[src/common/sys_pkg.sv]
/*
 * System package: bus request and response structs, device and register
 * encodings, and the address map of the simple system
 */
package sys_pkg;

  localparam int unsigned DataWidth = 32;
  localparam int unsigned AddrWidth = 32;

  // One request from the host, or the copy forwarded to a device
  typedef struct packed {
    logic                   req;
    logic [AddrWidth-1:0]   addr;
    logic                   we;
    logic [DataWidth/8-1:0] be;
    logic [DataWidth-1:0]   wdata;
  } bus_req_t;

  // Response, valid one cycle after the accepted request
  typedef struct packed {
    logic                 rvalid;
    logic [DataWidth-1:0] rdata;
    logic                 err;
  } bus_rsp_t;

  // Bus targets; DevNone marks an unmapped address
  typedef enum logic [1:0] {
    DevRam,
    DevSimCtrl,
    DevTimer,
    DevNone
  } device_e;

  localparam int unsigned NrDevices = 3;

  // Address map
  localparam logic [AddrWidth-1:0] RamBase     = 32'h0010_0000;
  localparam logic [AddrWidth-1:0] RamMask     = ~32'h0000_0FFF;
  localparam logic [AddrWidth-1:0] SimCtrlBase = 32'h0002_0000;
  localparam logic [AddrWidth-1:0] SimCtrlMask = ~32'h0000_03FF;
  localparam logic [AddrWidth-1:0] TimerBase   = 32'h0003_0000;
  localparam logic [AddrWidth-1:0] TimerMask   = ~32'h0000_03FF;

  // 4 KB of 32-bit words
  localparam int unsigned RamWords = 1024;

  // Timer register word offsets
  typedef enum logic [3:0] {
    TmrTimeLo = 4'h0,
    TmrTimeHi = 4'h4,
    TmrCmpLo  = 4'h8,
    TmrCmpHi  = 4'hC
  } timer_reg_e;

  // Simulation control register offsets
  typedef enum logic [3:0] {
    SimCharOut = 4'h0,
    SimHalt    = 4'h8
  } simctrl_reg_e;

endpackage

[src/source/sim_ctrl.sv]
/*
 * Simulation control: character output strobe and halt flag
 * written by software on the bus
 */
`timescale 1ns/1ps

module sim_ctrl (
  input  logic              clk_i,
  input  logic              rst_i,
  input  sys_pkg::bus_req_t req_i,
  output sys_pkg::bus_rsp_t rsp_o,
  output logic              char_valid_o,
  output logic [7:0]        char_o,
  output logic              halt_o
);

  import sys_pkg::*;

  logic [AddrWidth-1:0] offset;
  simctrl_reg_e         reg_sel;
  logic                 wr;
  logic                 char_wr;
  logic                 rvalid_q;

  assign offset  = req_i.addr & ~SimCtrlMask;
  assign reg_sel = simctrl_reg_e'(offset[3:0]);
  assign wr      = req_i.req && req_i.we && (offset[AddrWidth-1:4] == '0);

  // Character lane is byte 0 only
  assign char_wr = wr && (reg_sel == SimCharOut) && req_i.be[0];

  always_ff @(posedge clk_i) begin
    if (char_wr) begin
      char_o <= req_i.wdata[7:0];
    end
  end

  always_ff @(posedge clk_i) begin
    if (rst_i) begin
      char_valid_o <= 1'b0;
      halt_o       <= 1'b0;
      rvalid_q     <= 1'b0;
    end else begin
      char_valid_o <= char_wr;
      rvalid_q     <= req_i.req;
      // Sticky once set
      if (wr && (reg_sel == SimHalt) && req_i.be[0] && req_i.wdata[0]) begin
        halt_o <= 1'b1;
      end
    end
  end

  // Write-only registers, reads give zero
  assign rsp_o = '{rvalid: rvalid_q, rdata: '0, err: 1'b0};

endmodule

[config.mk]
export PLATFORM = sky130hd
export DESIGN_NAME = sim_ctrl
export DESIGN_NICKNAME = d
export VERILOG_FILES = /design/src/common/sys_pkg.sv /design/src/source/sim_ctrl.sv
export SDC_FILE = /design/constraint.sdc
export NUM_CORES = 1
export LEC_CHECK = 0
export ABC_CLOCK_PERIOD_IN_PS = 2790
export BUFFER_PORTS_ARGS = -buffer_cell sky130_fd_sc_hd__buf_2
export CORE_AREA = 2 2 56 53
export DETAILED_ROUTE_END_ITERATION = 10
export DIE_AREA = 0 0 58 55
export GPL_ROUTABILITY_DRIVEN = 1
export PLACE_DENSITY = 0.81
export SETUP_SLACK_MARGIN = 0.5
export SYNTH_ARGS = -nofsm -noshare
export SYNTH_HDL_FRONTEND = slang
export SYNTH_SLANG_ARGS = --single-unit
[constraint.sdc]
create_clock -name clk_i -period 2.79 [get_ports clk_i]
set_clock_uncertainty 0.2 [all_clocks]
set_input_delay 0.837 -clock clk_i [delete_from_list [all_inputs] [get_ports clk_i]]
set_output_delay 0.837 -clock clk_i [all_outputs]
set_load 0.02 [all_outputs]
After elaboration in Yosys (flattened, before gate mapping)
Index checks and enable logic that the tools add are counted.
- output and inout bits: 44
- register bits: 11
- bits of input ports: 72
- word-level logic and storage cells: 14
- equal/unequal tests: 1
- reductions and logical operators: 9
- operators by type and width (kind ; number):
    28-bit zero test ; 1
    1-bit logical AND ; 7
    4-bit == test, second input constant ; 1
    4-bit zero test ; 1

Depth between registers and ports, before layout
- word-level depth: 5
- mapped depth: 3

Worst setup path before layout
No wires, ideal clock.
- path type: input to register
- from: in req_i[38] (netlist bit)
- to: reg char_o[0], enable pin
- cell stages on the path: 3
- buffers on the path: 0
- arrival: 1.864 ns
- slack: 0.342 ns
- cell sequence: nor4b_2 nand2_1 nor3_1
- longest elaborated chain between the ends: 3
- ends and longest elaborated chain (what ; RTL line ; text):
    start: declaration ; sim_ctrl.sv:10 ; input sys_pkg::bus_req_t req_i,
    4-bit zero test ; sim_ctrl.sv:30 ; assign char_wr = wr && (reg_sel == SimCharOut) && req_i.be[0];
    1-bit logical AND (2 in a row) ; sim_ctrl.sv:30 ;
    via char_wr ; sim_ctrl.sv:22 ; logic char_wr;
    end signal: assignment ; sim_ctrl.sv:34 ; char_o <= req_i.wdata[7:0];
    end: declaration ; sim_ctrl.sv:13 ; output logic [7:0] char_o,
The timed path passes the listed nets, and every way through them passes these cells.
A chain may end at the register's enable or synchronous reset.

Final worst setup path
- from: in req_i[38] (netlist bit)
- to: reg char_o[3], enable pin
Same word-level chain as after synthesis.

==> flow_metrics.py <==
metrics = {
    "route": {
        "wl_um": 954,
        "drc": 0,
        "wl_per_cell_um": 7.756,
        "initialDrtViolationCount": 2,
        "via_count": 411,
        "firstDrtPassIters": 2,
        "vias_per_cell": 3.341,
        "drtAntennaViolNets": 0,
    },
    "global_routing": {
        "antenna_found_initial": 0,
        "gr-usage-all-layers": 0.05547,
        "grt_max_degree": 9,
        "grt_pass1_wl_um": 1262,
        "gr-total-overflow": 0,
        "grt_pass1_vias": 327,
    },
    "timing": {
        "max_freq_ghz": 0.5110,
        "slew_violations": 0,
        "period_share": 0.7015,
        "hold_violations": 0,
        "rsz0062_at_grt": "false",
        "period_minus_slack_ns": 1.957,
        "fin_setup_tns_ns": 0,
        "holdWs_ns": 0.2659,
        "fin_ws_ns": 0.8329,
        "setup-violations-final": 0,
    },
    "finish": {
        "regArea_um2": 300.3,
        "area_growth_pct": 16.35,
        "final_cell_mix": "conb_1, buf_2, edfxtp_1",
        "utilization": 0.2898,
        "diodes": 0,
        "multi_input_area_um2": 216.5,
        "drive_gt1_frac": 0.4516,
        "fillers": 279,
        "nNetsFinal": 166,
    },
    "placement": {
        "io_buffers": 33,
        "place_ws_ns": 0.5298,
        "post-dp-hpwl_um": 890.2,
        "place_congestion": 0.6338,
    },
    "critical_path": {
        "crit_slowest_cell": "nor4b_2",
        "worst_path_largest_cell_delay_ns": 0.26,
        "crit_type": "primary input to flip-flop",
        "path_cells": "buf_2 -> nor4b_2 -> nand2_1 -> nor3_2 -> buf_4",
        "crit_fanout": 8,
        "crit_required_ns": 2.56,
        "critPathLaunchType": "primary input",
        "cp.arrival_ns": 1.72,
        "end_kind": "flip-flop",
    },
    "power_and_ir_drop": {
        "ir_drop_uv": 280.9,
        "p_leak_nw": 0.3700,
        "clkPwrFrac": 0.298,
        "power.density_cell_area_mw_per_mm2": 447.1,
        "seqPwrFrac": 0.519,
        "internal-power_w": 0.0002443,
        "swShare": 0.2782,
        "p_switching_w": 0.00009417,
        "pwr-share-comb": 0.183,
    },
    "clock_network": {
        "cts-root-to-sink-buffers": 2,
        "cts_buffers": 3,
        "clock_latency_ns": 0.25,
        "cts.clk_slew.worst_paths_ns": 0.06,
        "post-cts-setup-buffers": 0,
        "cts_resized": 0,
        "htreeDepth": 1,
        "cts-hold-fix-buffers": 0,
        "cts_tree": "built",
        "clock-sinks": 11,
        "root_buffer": "clkbuf_4",
    },
    "logic_synthesis": {
        "synth-seq-area-share": 0.4615,
        "yosys-top-cells-area": "buf_4, edfxtp_1, dfxtp_1",
        "syn_inst": 57,
        "synth-seq-cells": 11,
        "yosys_warnings": 0,
        "syn_area_um2": 650.6,
        "syn_area_per_cell_um2": 11.41,
        "yosysTopAreaCellShare": 0.3923,
        "yosys.area.top_type": "buf_4",
        "ys_types": 14,
    },
    "worst_hold_path": {
        "hold_class": "flip-flop to flip-flop",
    },
    "floorplan": {
        "rows": 18,
        "die_y_um": 55,
        "core_mm2": 0.002613,
        "initial_core_util": 0.2490,
        "die_w_um": 58,
        "die_area_mm2": 0.003190,
        "ios": 116,
    },
    "job": {
        "maxCapViolCount": 0,
    },
    "run_status": {
        "status": "completed",
    },
}
## power by group through the flow
stage	sequential [W]	clock (W)	combinational [W]
final	0.000176	0.000101	0.0000618
after global routing	0.000176	0.000116	0.0000675
after CTS	0.000176	0.000108	0.0000614
after detailed placement	0.000179	0	0.0000614
after global placement	0.000180	0	0.0000606
after floorplan	0.000180	0	0.0000794
## stage by stage
step / total power [W] / cells / instance area [um^2]
6_report: 0.0003385 / 123 / 757.0
3_3_place_gp: 0.0002402 / 119 / 730.7
4_1_cts: 0.0003453 / 123 / 757.0
2_1_floorplan: 0.0002590 / 89 / 775.7
5_1_grt: 0.0003597 / 123 / 757.0
3_5_place_dp: 0.0002408 / 119 / 730.7
## cell usage after synthesis
library cell,count
nor2b_1,1
nor4b_2,1
conb_1,1
nand2_1,1
nor2_1,1
inv_1,1
edfxtp_1,8
dfxtp_1,3
buf_4,34
nor3_1,1
nand3_1,1
nand3b_1,1
nor4_2,2
o32ai_2,1
## metal layers
metal / vias to the layer above / wire length, um / track usage
li1: 194 / - / -
met1: 172 / 234 / 0.04079
met2: 45 / 499 / 0.1117
met3: 0 / 220 / 0.02326
met4: 0 / 0 / 0.04651
met5: - / 0 / 0
## cells by family (layout without fill, tap and decap cells)
| family | count (synthesis) | count (layout) | synth area share |
|---|---|---|---|
| and+or+nand+nor | 9 | 9 | 0.1096 |
| buffers and inverters | 35 | 39 | 0.3981 |
| DFF | 11 | 11 | 0.4615 |
| other | 1 | 33 | 0.005764 |
| AOI/OAI and AO/OA | 1 | 1 | 0.02501 |
## final timing paths
check | startpoint | to | slack, ns | depth (start not counted)
max | req_i[38] | char_o[3] | 0.83 | 5
min | halt_o | halt_o | 0.27 | 2
max reg2reg | halt_o | halt_o | 2.06 | 2
min reg2reg | halt_o | halt_o | 0.27 | 2
## state kept, by name, indices dropped and copies added, names as in the netlist
| name | count |
|---|---|
| char_o | 8 |
| char_valid_o | 1 |
| halt_o | 1 |
| rvalid_q | 1 |
## worst max-delay path, delay by kind of cell
family	cells	cell delay, ns
buffers and inverters	2	0.29
and+or+nand+nor	3	0.59
## layout make-up
cell class | count | area share
tap | 30 | 0.04959
clock buffer | 4 | 0.03471
timing repair buffer | 34 | 0.2281
multi-input combinational | 43 | 0.2860
inverter | 1 | 0.004959
sequential | 11 | 0.3967
No activity file was read; power rests on OpenSTA's default activity.
