--- config.mk ---
export PLATFORM = sky130hd
export DESIGN_NAME = timer
export DESIGN_NICKNAME = d
export VERILOG_FILES = /design/src/common/sys_pkg.sv /design/src/timer/timer.sv
export SDC_FILE = /design/constraint.sdc
export NUM_CORES = 1
export LEC_CHECK = 0
export ABC_AREA = 1
export BUFFER_PORTS_ARGS = -buffer_cell sky130_fd_sc_hd__buf_2
export CAP_MARGIN = 20
export CORE_UTILIZATION = 34
export DETAILED_ROUTE_END_ITERATION = 16
export PLACE_DENSITY = 0.57
export SLEW_MARGIN = 20
export SYNTH_ARGS = -nofsm -noshare
export SYNTH_HDL_FRONTEND = slang
export SYNTH_SLANG_ARGS = --single-unit
--- constraint.sdc ---
create_clock -name clk_i -period 1.7 [get_ports clk_i]
set_input_delay 0.085 -clock clk_i [delete_from_list [all_inputs] [get_ports clk_i]]
set_output_delay 0.085 -clock clk_i [all_outputs]
set_load 0.01 [all_outputs]
--- src/common/sys_pkg.sv ---
/*
 * System package: bus request and response structs, device and register
 * encodings, and the address map of the simple system
 */
package sys_pkg;

  localparam int unsigned DataWidth = 32;
  localparam int unsigned AddrWidth = 32;

  // One request from the host, or the copy forwarded to a device
  typedef struct packed {
    logic                   req;
    logic [AddrWidth-1:0]   addr;
    logic                   we;
    logic [DataWidth/8-1:0] be;
    logic [DataWidth-1:0]   wdata;
  } bus_req_t;

  // Response, valid one cycle after the accepted request
  typedef struct packed {
    logic                 rvalid;
    logic [DataWidth-1:0] rdata;
    logic                 err;
  } bus_rsp_t;

  // Bus targets; DevNone marks an unmapped address
  typedef enum logic [1:0] {
    DevRam,
    DevSimCtrl,
    DevTimer,
    DevNone
  } device_e;

  localparam int unsigned NrDevices = 3;

  // Address map
  localparam logic [AddrWidth-1:0] RamBase     = 32'h0010_0000;
  localparam logic [AddrWidth-1:0] RamMask     = ~32'h0000_0FFF;
  localparam logic [AddrWidth-1:0] SimCtrlBase = 32'h0002_0000;
  localparam logic [AddrWidth-1:0] SimCtrlMask = ~32'h0000_03FF;
  localparam logic [AddrWidth-1:0] TimerBase   = 32'h0003_0000;
  localparam logic [AddrWidth-1:0] TimerMask   = ~32'h0000_03FF;

  // 4 KB of 32-bit words
  localparam int unsigned RamWords = 1024;

  // Timer register word offsets
  typedef enum logic [3:0] {
    TmrTimeLo = 4'h0,
    TmrTimeHi = 4'h4,
    TmrCmpLo  = 4'h8,
    TmrCmpHi  = 4'hC
  } timer_reg_e;

  // Simulation control register offsets
  typedef enum logic [3:0] {
    SimCharOut = 4'h0,
    SimHalt    = 4'h8
  } simctrl_reg_e;

endpackage

--- src/timer/timer.sv ---
/*
 * Machine timer: free-running 64-bit mtime, 64-bit mtimecmp and a
 * level interrupt once mtime reaches mtimecmp
 */
`timescale 1ns/1ps

module timer (
  input  logic              clk_i,
  input  logic              rst_i,
  input  sys_pkg::bus_req_t req_i,
  output sys_pkg::bus_rsp_t rsp_o,
  output logic              timer_irq_o
);

  import sys_pkg::*;

  logic [63:0]          mtime_q;
  logic [63:0]          mtimecmp_q;
  logic [AddrWidth-1:0] offset;
  timer_reg_e           reg_sel;
  logic                 reg_hit;
  logic                 wr;
  logic [DataWidth-1:0] rd_data;
  logic                 rvalid_q;
  logic                 err_q;
  logic [DataWidth-1:0] rdata_q;

  // Merge write data into a 32-bit half by byte enable
  function automatic logic [DataWidth-1:0] be_merge(
    input logic [DataWidth-1:0]   old_val,
    input logic [DataWidth-1:0]   new_val,
    input logic [DataWidth/8-1:0] be
  );
    logic [DataWidth-1:0] res;
    res = old_val;
    for (int i = 0; i < DataWidth / 8; i++) begin
      if (be[i]) res[8*i +: 8] = new_val[8*i +: 8];
    end
    return res;
  endfunction

  assign offset  = req_i.addr & ~TimerMask;
  assign reg_sel = timer_reg_e'(offset[3:0]);

  // Only the four word offsets are mapped
  always_comb begin
    reg_hit = 1'b0;
    if (offset[AddrWidth-1:4] == '0) begin
      case (reg_sel)
        TmrTimeLo, TmrTimeHi, TmrCmpLo, TmrCmpHi: reg_hit = 1'b1;
        default:                                  reg_hit = 1'b0;
      endcase
    end
  end

  assign wr = req_i.req && req_i.we && reg_hit;

  // A write loads mtime at the grant edge, counting resumes after
  always_ff @(posedge clk_i) begin
    if (rst_i) begin
      mtime_q <= '0;
    end else if (wr && reg_sel == TmrTimeLo) begin
      mtime_q <= {mtime_q[63:32], be_merge(mtime_q[31:0], req_i.wdata, req_i.be)};
    end else if (wr && reg_sel == TmrTimeHi) begin
      mtime_q <= {be_merge(mtime_q[63:32], req_i.wdata, req_i.be), mtime_q[31:0]};
    end else begin
      mtime_q <= mtime_q + 64'd1;
    end
  end

  always_ff @(posedge clk_i) begin
    if (rst_i) begin
      mtimecmp_q <= '1;
    end else if (wr && reg_sel == TmrCmpLo) begin
      mtimecmp_q[31:0] <= be_merge(mtimecmp_q[31:0], req_i.wdata, req_i.be);
    end else if (wr && reg_sel == TmrCmpHi) begin
      mtimecmp_q[63:32] <= be_merge(mtimecmp_q[63:32], req_i.wdata, req_i.be);
    end
  end

  // Read mux sees mtime before the grant edge updates it
  always_comb begin
    case (reg_sel)
      TmrTimeLo: rd_data = mtime_q[31:0];
      TmrTimeHi: rd_data = mtime_q[63:32];
      TmrCmpLo:  rd_data = mtimecmp_q[31:0];
      TmrCmpHi:  rd_data = mtimecmp_q[63:32];
      default:   rd_data = '0;
    endcase
  end

  always_ff @(posedge clk_i) begin
    if (req_i.req) begin
      rdata_q <= (reg_hit && !req_i.we) ? rd_data : '0;
    end
  end

  always_ff @(posedge clk_i) begin
    if (rst_i) begin
      rvalid_q    <= 1'b0;
      err_q       <= 1'b0;
      timer_irq_o <= 1'b0;
    end else begin
      rvalid_q    <= req_i.req;
      err_q       <= req_i.req && !reg_hit;
      timer_irq_o <= (mtime_q >= mtimecmp_q);
    end
  end

  assign rsp_o = '{rvalid: rvalid_q, rdata: rdata_q, err: err_q};

endmodule

Word level (Yosys, flattened, before mapping). Index checks and enable logic that the tools add are counted.

Register bits after elaboration: 163. Bits of input ports: 72. Output and inout bits: 35. Logic and storage cells: 74.

Add/subtract/negate cells: 1. Order comparisons: 1. Eq/ne operators: 12. Muxes and demuxes: 9. Bitwise gates (word level): 2. Reduce and logical (&&, ||, !) cells: 29.

Operators by type and width (count): one-hot mux 32 bit (4 select lines) (1); adder 64 x 1 -> 64 bit, second input constant (1); greater-or-equal comparator 64 bit (1); 2-to-1 mux 64 bit (1); 2-to-1 mux 32 bit (1); 2-to-1 mux 8 bit (4); logical NOT 28 bit (1); AND reduction 2 bit (12); inequality test 2 bit, second input constant (9); AND reduction 3 bit (4); equality test 4 bit, second input constant (2); logical AND 1 bit (8); equality test 4 x 3 -> 1 bit, second input constant (1); logical NOT 4 bit (1); OR reduction 4 bit (1); logical NOT 1 bit (2); 2-to-1 mux 1 bit (2); NOT 1 bit (2).

Depth between registers and ports, before layout.
Depth in word-level cells: 8. Depth in mapped cells: 15. Depth with buffers taken out: 15.

Worst setup path after synthesis. OpenSTA, ideal clock, no wires.

Path kind: reg-to-reg. Start: register mtime_q[1]. End: register mtime_q[40]. Setup time: 0.114 ns. Arrival time: 1.601 ns. Data required time: 1.586 ns. Path slack: -0.015 ns. Cell stages (with the launch flop): 13. Path buffers: 0. Clock period less this slack: 1.715 ns. Cell sequence: dfxtp_1 ha_1 inv_1 nor2_4 nand2_2 nor2_2 nand2_1 nor2_1 nand2_1 nor2_2 nand3_1 a21boi_1 nor2_1.

Longest elaborated chain between the ends: 2.

RTL lines: from (decl) (RTL line timer.sv:17) `logic [63:0] mtime_q;`; from (signal assigned) (RTL line timer.sv:63) `mtime_q <= {mtime_q[63:32], be_merge(mtime_q[31:0], req_i.wdata, req_i.be)};`; from (signal assigned) (RTL line timer.sv:65) `mtime_q <= {be_merge(mtime_q[63:32], req_i.wdata, req_i.be), mtime_q[31:0]};`; from (signal assigned) (RTL line timer.sv:67) `mtime_q <= mtime_q + 64'd1;`; adder 64 x 1 -> 64 bit (RTL line timer.sv:67); 2-to-1 mux 64 bit (RTL line timer.sv:64) `end else if (wr && reg_sel == TmrTimeHi) begin`.

No other way between the ends. The select of a mux whose other input is x is not followed. A chain may end at the register's enable or synchronous reset.

Worst setup path in the final report.
Start: register mtime_q[0]. End: register mtime_q[38].

The elaborated chain is that of the path after synthesis.

==> summary.md <==
| Metric | Value |
|---|---|
| Status | finished, violations left |
| Failing checks | negative setup slack |
| Total grt overflow | 0 |
| Multi-input gate area | 0.00729 mm² |
| Clock transition at the registers of the reported paths | 0.08 ns |
| Commonest non-fill, non-tap cell in the layout | nand2_1 |
| Worst hold path type | input port to register |
| DRC viols | 0 |
| Commonest non-fill, non-tap cells in the layout | 317 x nand2_1, 214 x buf_4, 171 x inv_1 |
| Syn Area/Cell | 6.76 µm² |
| Clk buf depth | 2 |
| PwrDens | 544 mW/mm² |
| Number of global-route vias before repair | 11700 |
| Metal2 WL | 21.2 mm |
| Share of cells above drive strength 1 | 34.7% |
| CP bufs+invs | 2 |
| Worst-path fanout max | 4 |
| Post-Synthesis Cells | 1620 |
| # diodes | 0 |
| Max stage delay on crit path | 0.37 ns |
| Final Cycle Share | 106% |
| Leakage | 7.34 nW |
| Final setup fails | 15 |
| Synthesis Warnings | 0 |
| Vias | 12400 |
| Die Footprint | 0.0330 mm² |
| Final Instance Count excl. Fillers | 2360 |
| FMAX | 555 MHz |
| Placed cell count | 2273 |
| Post-synthesis sequential area ratio | 32.7% |
| H-tree levels | 4 |
| Final hold vios | 0 |
| Die height | 182 µm |
| EDFF count, synth | 32 |
| Setup crit end kind | register |
| Total core area | 0.0316 mm² |
| Prevailing post-synth register cell | dfxtp_1 |
| WL met1 | 20.2 mm |
| Critical Path Start Type | register |
| Least-Margin Pin Slew | 0.588 ns |
| Worst path required time | 2.04 ns |
| Slowest-stage cell, CP | dfxtp_4 |
| Final WL | 45.9 mm |
| Synth-to-Final Area Change | 43.5% |
| Met3 Wirelength | 3.53 mm |
| VDD IR-drop max | 0.657 mV |
| Worst skew pair latency | 0.45 ns |
| Synth cell types | 49 |
| Slew headroom | 60.8% |
| Max_cap viols | 0 |
| IO Port Bufs | 84 |
| Final setup margin | -0.102 ns |
| Drt pass-1 iters | 5 |
| Initial core utilization | 34.6% |
| Via density | 5.27 |
| CTS tree | yes |
| Root Buffer | clkbuf_16 |
| Pwr Total | 0.00855 W |
| Sequential Area | 0.00371 mm² |
| Final Max Slew Viols | 0 |
| DP Wirelength | 34.5 mm |
| Routed Antenna Nets | 0 |
| Die Wd | 182 µm |
| Fill cell count | 3120 |
| Top Ports | 107 |
| Antenna violations before repair | 1 |
| CP dominant cell by count | nor2_4 |
| First-pass GRT wire length | 69.4 mm |
| Setup tns final | -0.812 ns |
| Yosys reg bits | 163 |
| WP data arrival | 2.14 ns |
| Largest net degree at the start of global routing | 48 |
| Crit path time final | 1.80 ns |
| CP Class | register to register |
| Final #Nets | 2082 |
| Synthesized cell area | 0.0110 mm² |
| Clock skew | 0.0236 ns |
| Async S/R FF share, synth | 0% |
| Syn Nets | 1757 |
| Top layer in use | met4 |
| Worst path cell trace | ha_4 -> inv_4 -> nor2_4 -> nand2_4 -> nor2_4 -> buf_4 -> nand3_2 -> nor2_4 -> nand2_2 -> o21ai_2 -> nand2_1 -> nand2_1 -> nor2_1 |
| Placer Congestion | 1.01 |
| Cell Rows | 65 |
| Top cell family by delay on the critical path | simple AND/OR/NAND/NOR gates |
| GR Util All Layers | 27.8% |
| DR iter-0 viols | 1209 |
| WL/cell | 19.4 µm |
| Unrepaired setup endpoints after global routing | yes |
| # clock sinks | 163 |
| Cts bufs inserted | 17 |
==> where the power goes <==
| group | internal [W] | switching [W] | total, W |
|---|---|---|---|
| registers | 0.00393 | 0.0000155 | 0.00394 |
| clock network | 0.00212 | 0.00186 | 0.00398 |
| logic | 0.000244 | 0.000379 | 0.000623 |
==> final timing paths <==
path         slack (ns)                     endpoint                         from  depth (start not counted)
max               -0.10     mtime_q[38]$_SDFFE_PP0P_      mtime_q[0]$_SDFFE_PP0P_                         13
min                0.05             err_q$_SDFF_PP0_                    req_i[45]                          5
max reg2reg       -0.10     mtime_q[38]$_SDFFE_PP0P_      mtime_q[0]$_SDFFE_PP0P_                         13
min reg2reg        0.46  mtimecmp_q[49]$_SDFFE_PP1P_  mtimecmp_q[49]$_SDFFE_PP1P_                          2
==> what timing repair did <==
action / in CTS / in global routing
pin swaps: 33 / 66
hold endpoints to repair: 61 / 0
gates resized for setup: 165 / 206
hold buffers: 33 / 0
endpoints found under the setup margin: 42 / 46
buffers inserted: 10 / 13
==> through the flow <==
| step | hold slack, ns | worst slack (ns) | cell area, µm² | util, % |
|---|---|---|---|---|
| 6_report | 0.0494 | -0.102 | 15700 | 49.7 |
| 5_1_grt | 0.0677 | -0.244 | 15700 | 49.7 |
| 4_1_cts | 0.0418 | -0.183 | 15000 | 47.3 |
| 3_3_place_gp | 0.323 | -0.448 | 13500 | 42.7 |
| 2_1_floorplan | 0.197 | 0.00168 | 11000 | - |
| 3_5_place_dp | 0.329 | -0.466 | 13500 | 42.7 |
==> worst reg2reg max path, delay by kind of cell (launching register included) <==
family	cells	cell delay [ns]
compound gates	1	0.11
flops	1	0.37
buf+inv	2	0.17
simple gates	9	0.89
fa+ha+maj	1	0.16
==> cells in the mapped netlist, types with 13 or more instances <==
cell type | n | area, µm²
edfxtp_1 | 32 | 961
a21oi_1 | 140 | 701
nand3_1 | 104 | 521
nor2_4 | 13 | 146
ha_1 | 65 | 813
nor2_1 | 205 | 769
inv_1 | 182 | 683
o21ai_0 | 85 | 425
xor2_1 | 14 | 123
a221oi_1 | 20 | 175
nand4_1 | 23 | 144
buf_2 | 20 | 100
clkbuf_1 | 28 | 105
nand2_1 | 387 | 1450
dfxtp_1 | 131 | 2620
o22ai_1 | 28 | 175
==> sequential cells by signal (all words and copies together) (netlist names) <==
name	cells
rdata_q	32
mtime_q	64
timer_irq_o	1
err_q	1
rvalid_q	1
mtimecmp_q	64
==> logic make-up (layout without fill, tap and decap cells) <==
group / after synthesis / after routing / synth area share (%)
AOI/OAI and AO/OA: 329 / 329 / 17.5
and+or+nand+nor: 790 / 790 / 31.4
xor gates and xnor gates: 19 / 19 / 1.52
buffers and inverters: 254 / 592 / 9.44
DFF: 163 / 163 / 32.7
adders and majority gates: 65 / 65 / 7.42
==> metal layers <==
| layer | vias up | track usage [%] |
|---|---|---|
| met5 | - | 0 |
| li1 | 6057 | - |
| met2 | 472 | 45.3 |
| met4 | 0 | 7.86 |
| met3 | 59 | 3.55 |
| met1 | 5847 | 38.4 |
==> layout make-up <==
type,instances,share of cell area (%)
Clock buffer,19,2.88
Clock inverter,13,0.780
Inverter,193,4.64
Multi-Input combinational cell,1203,46.3
Sequential cell,163,23.6
Tap cell,402,3.20
Timing Repair Buffer,367,18.6
(Power assumes the default switching activity.)
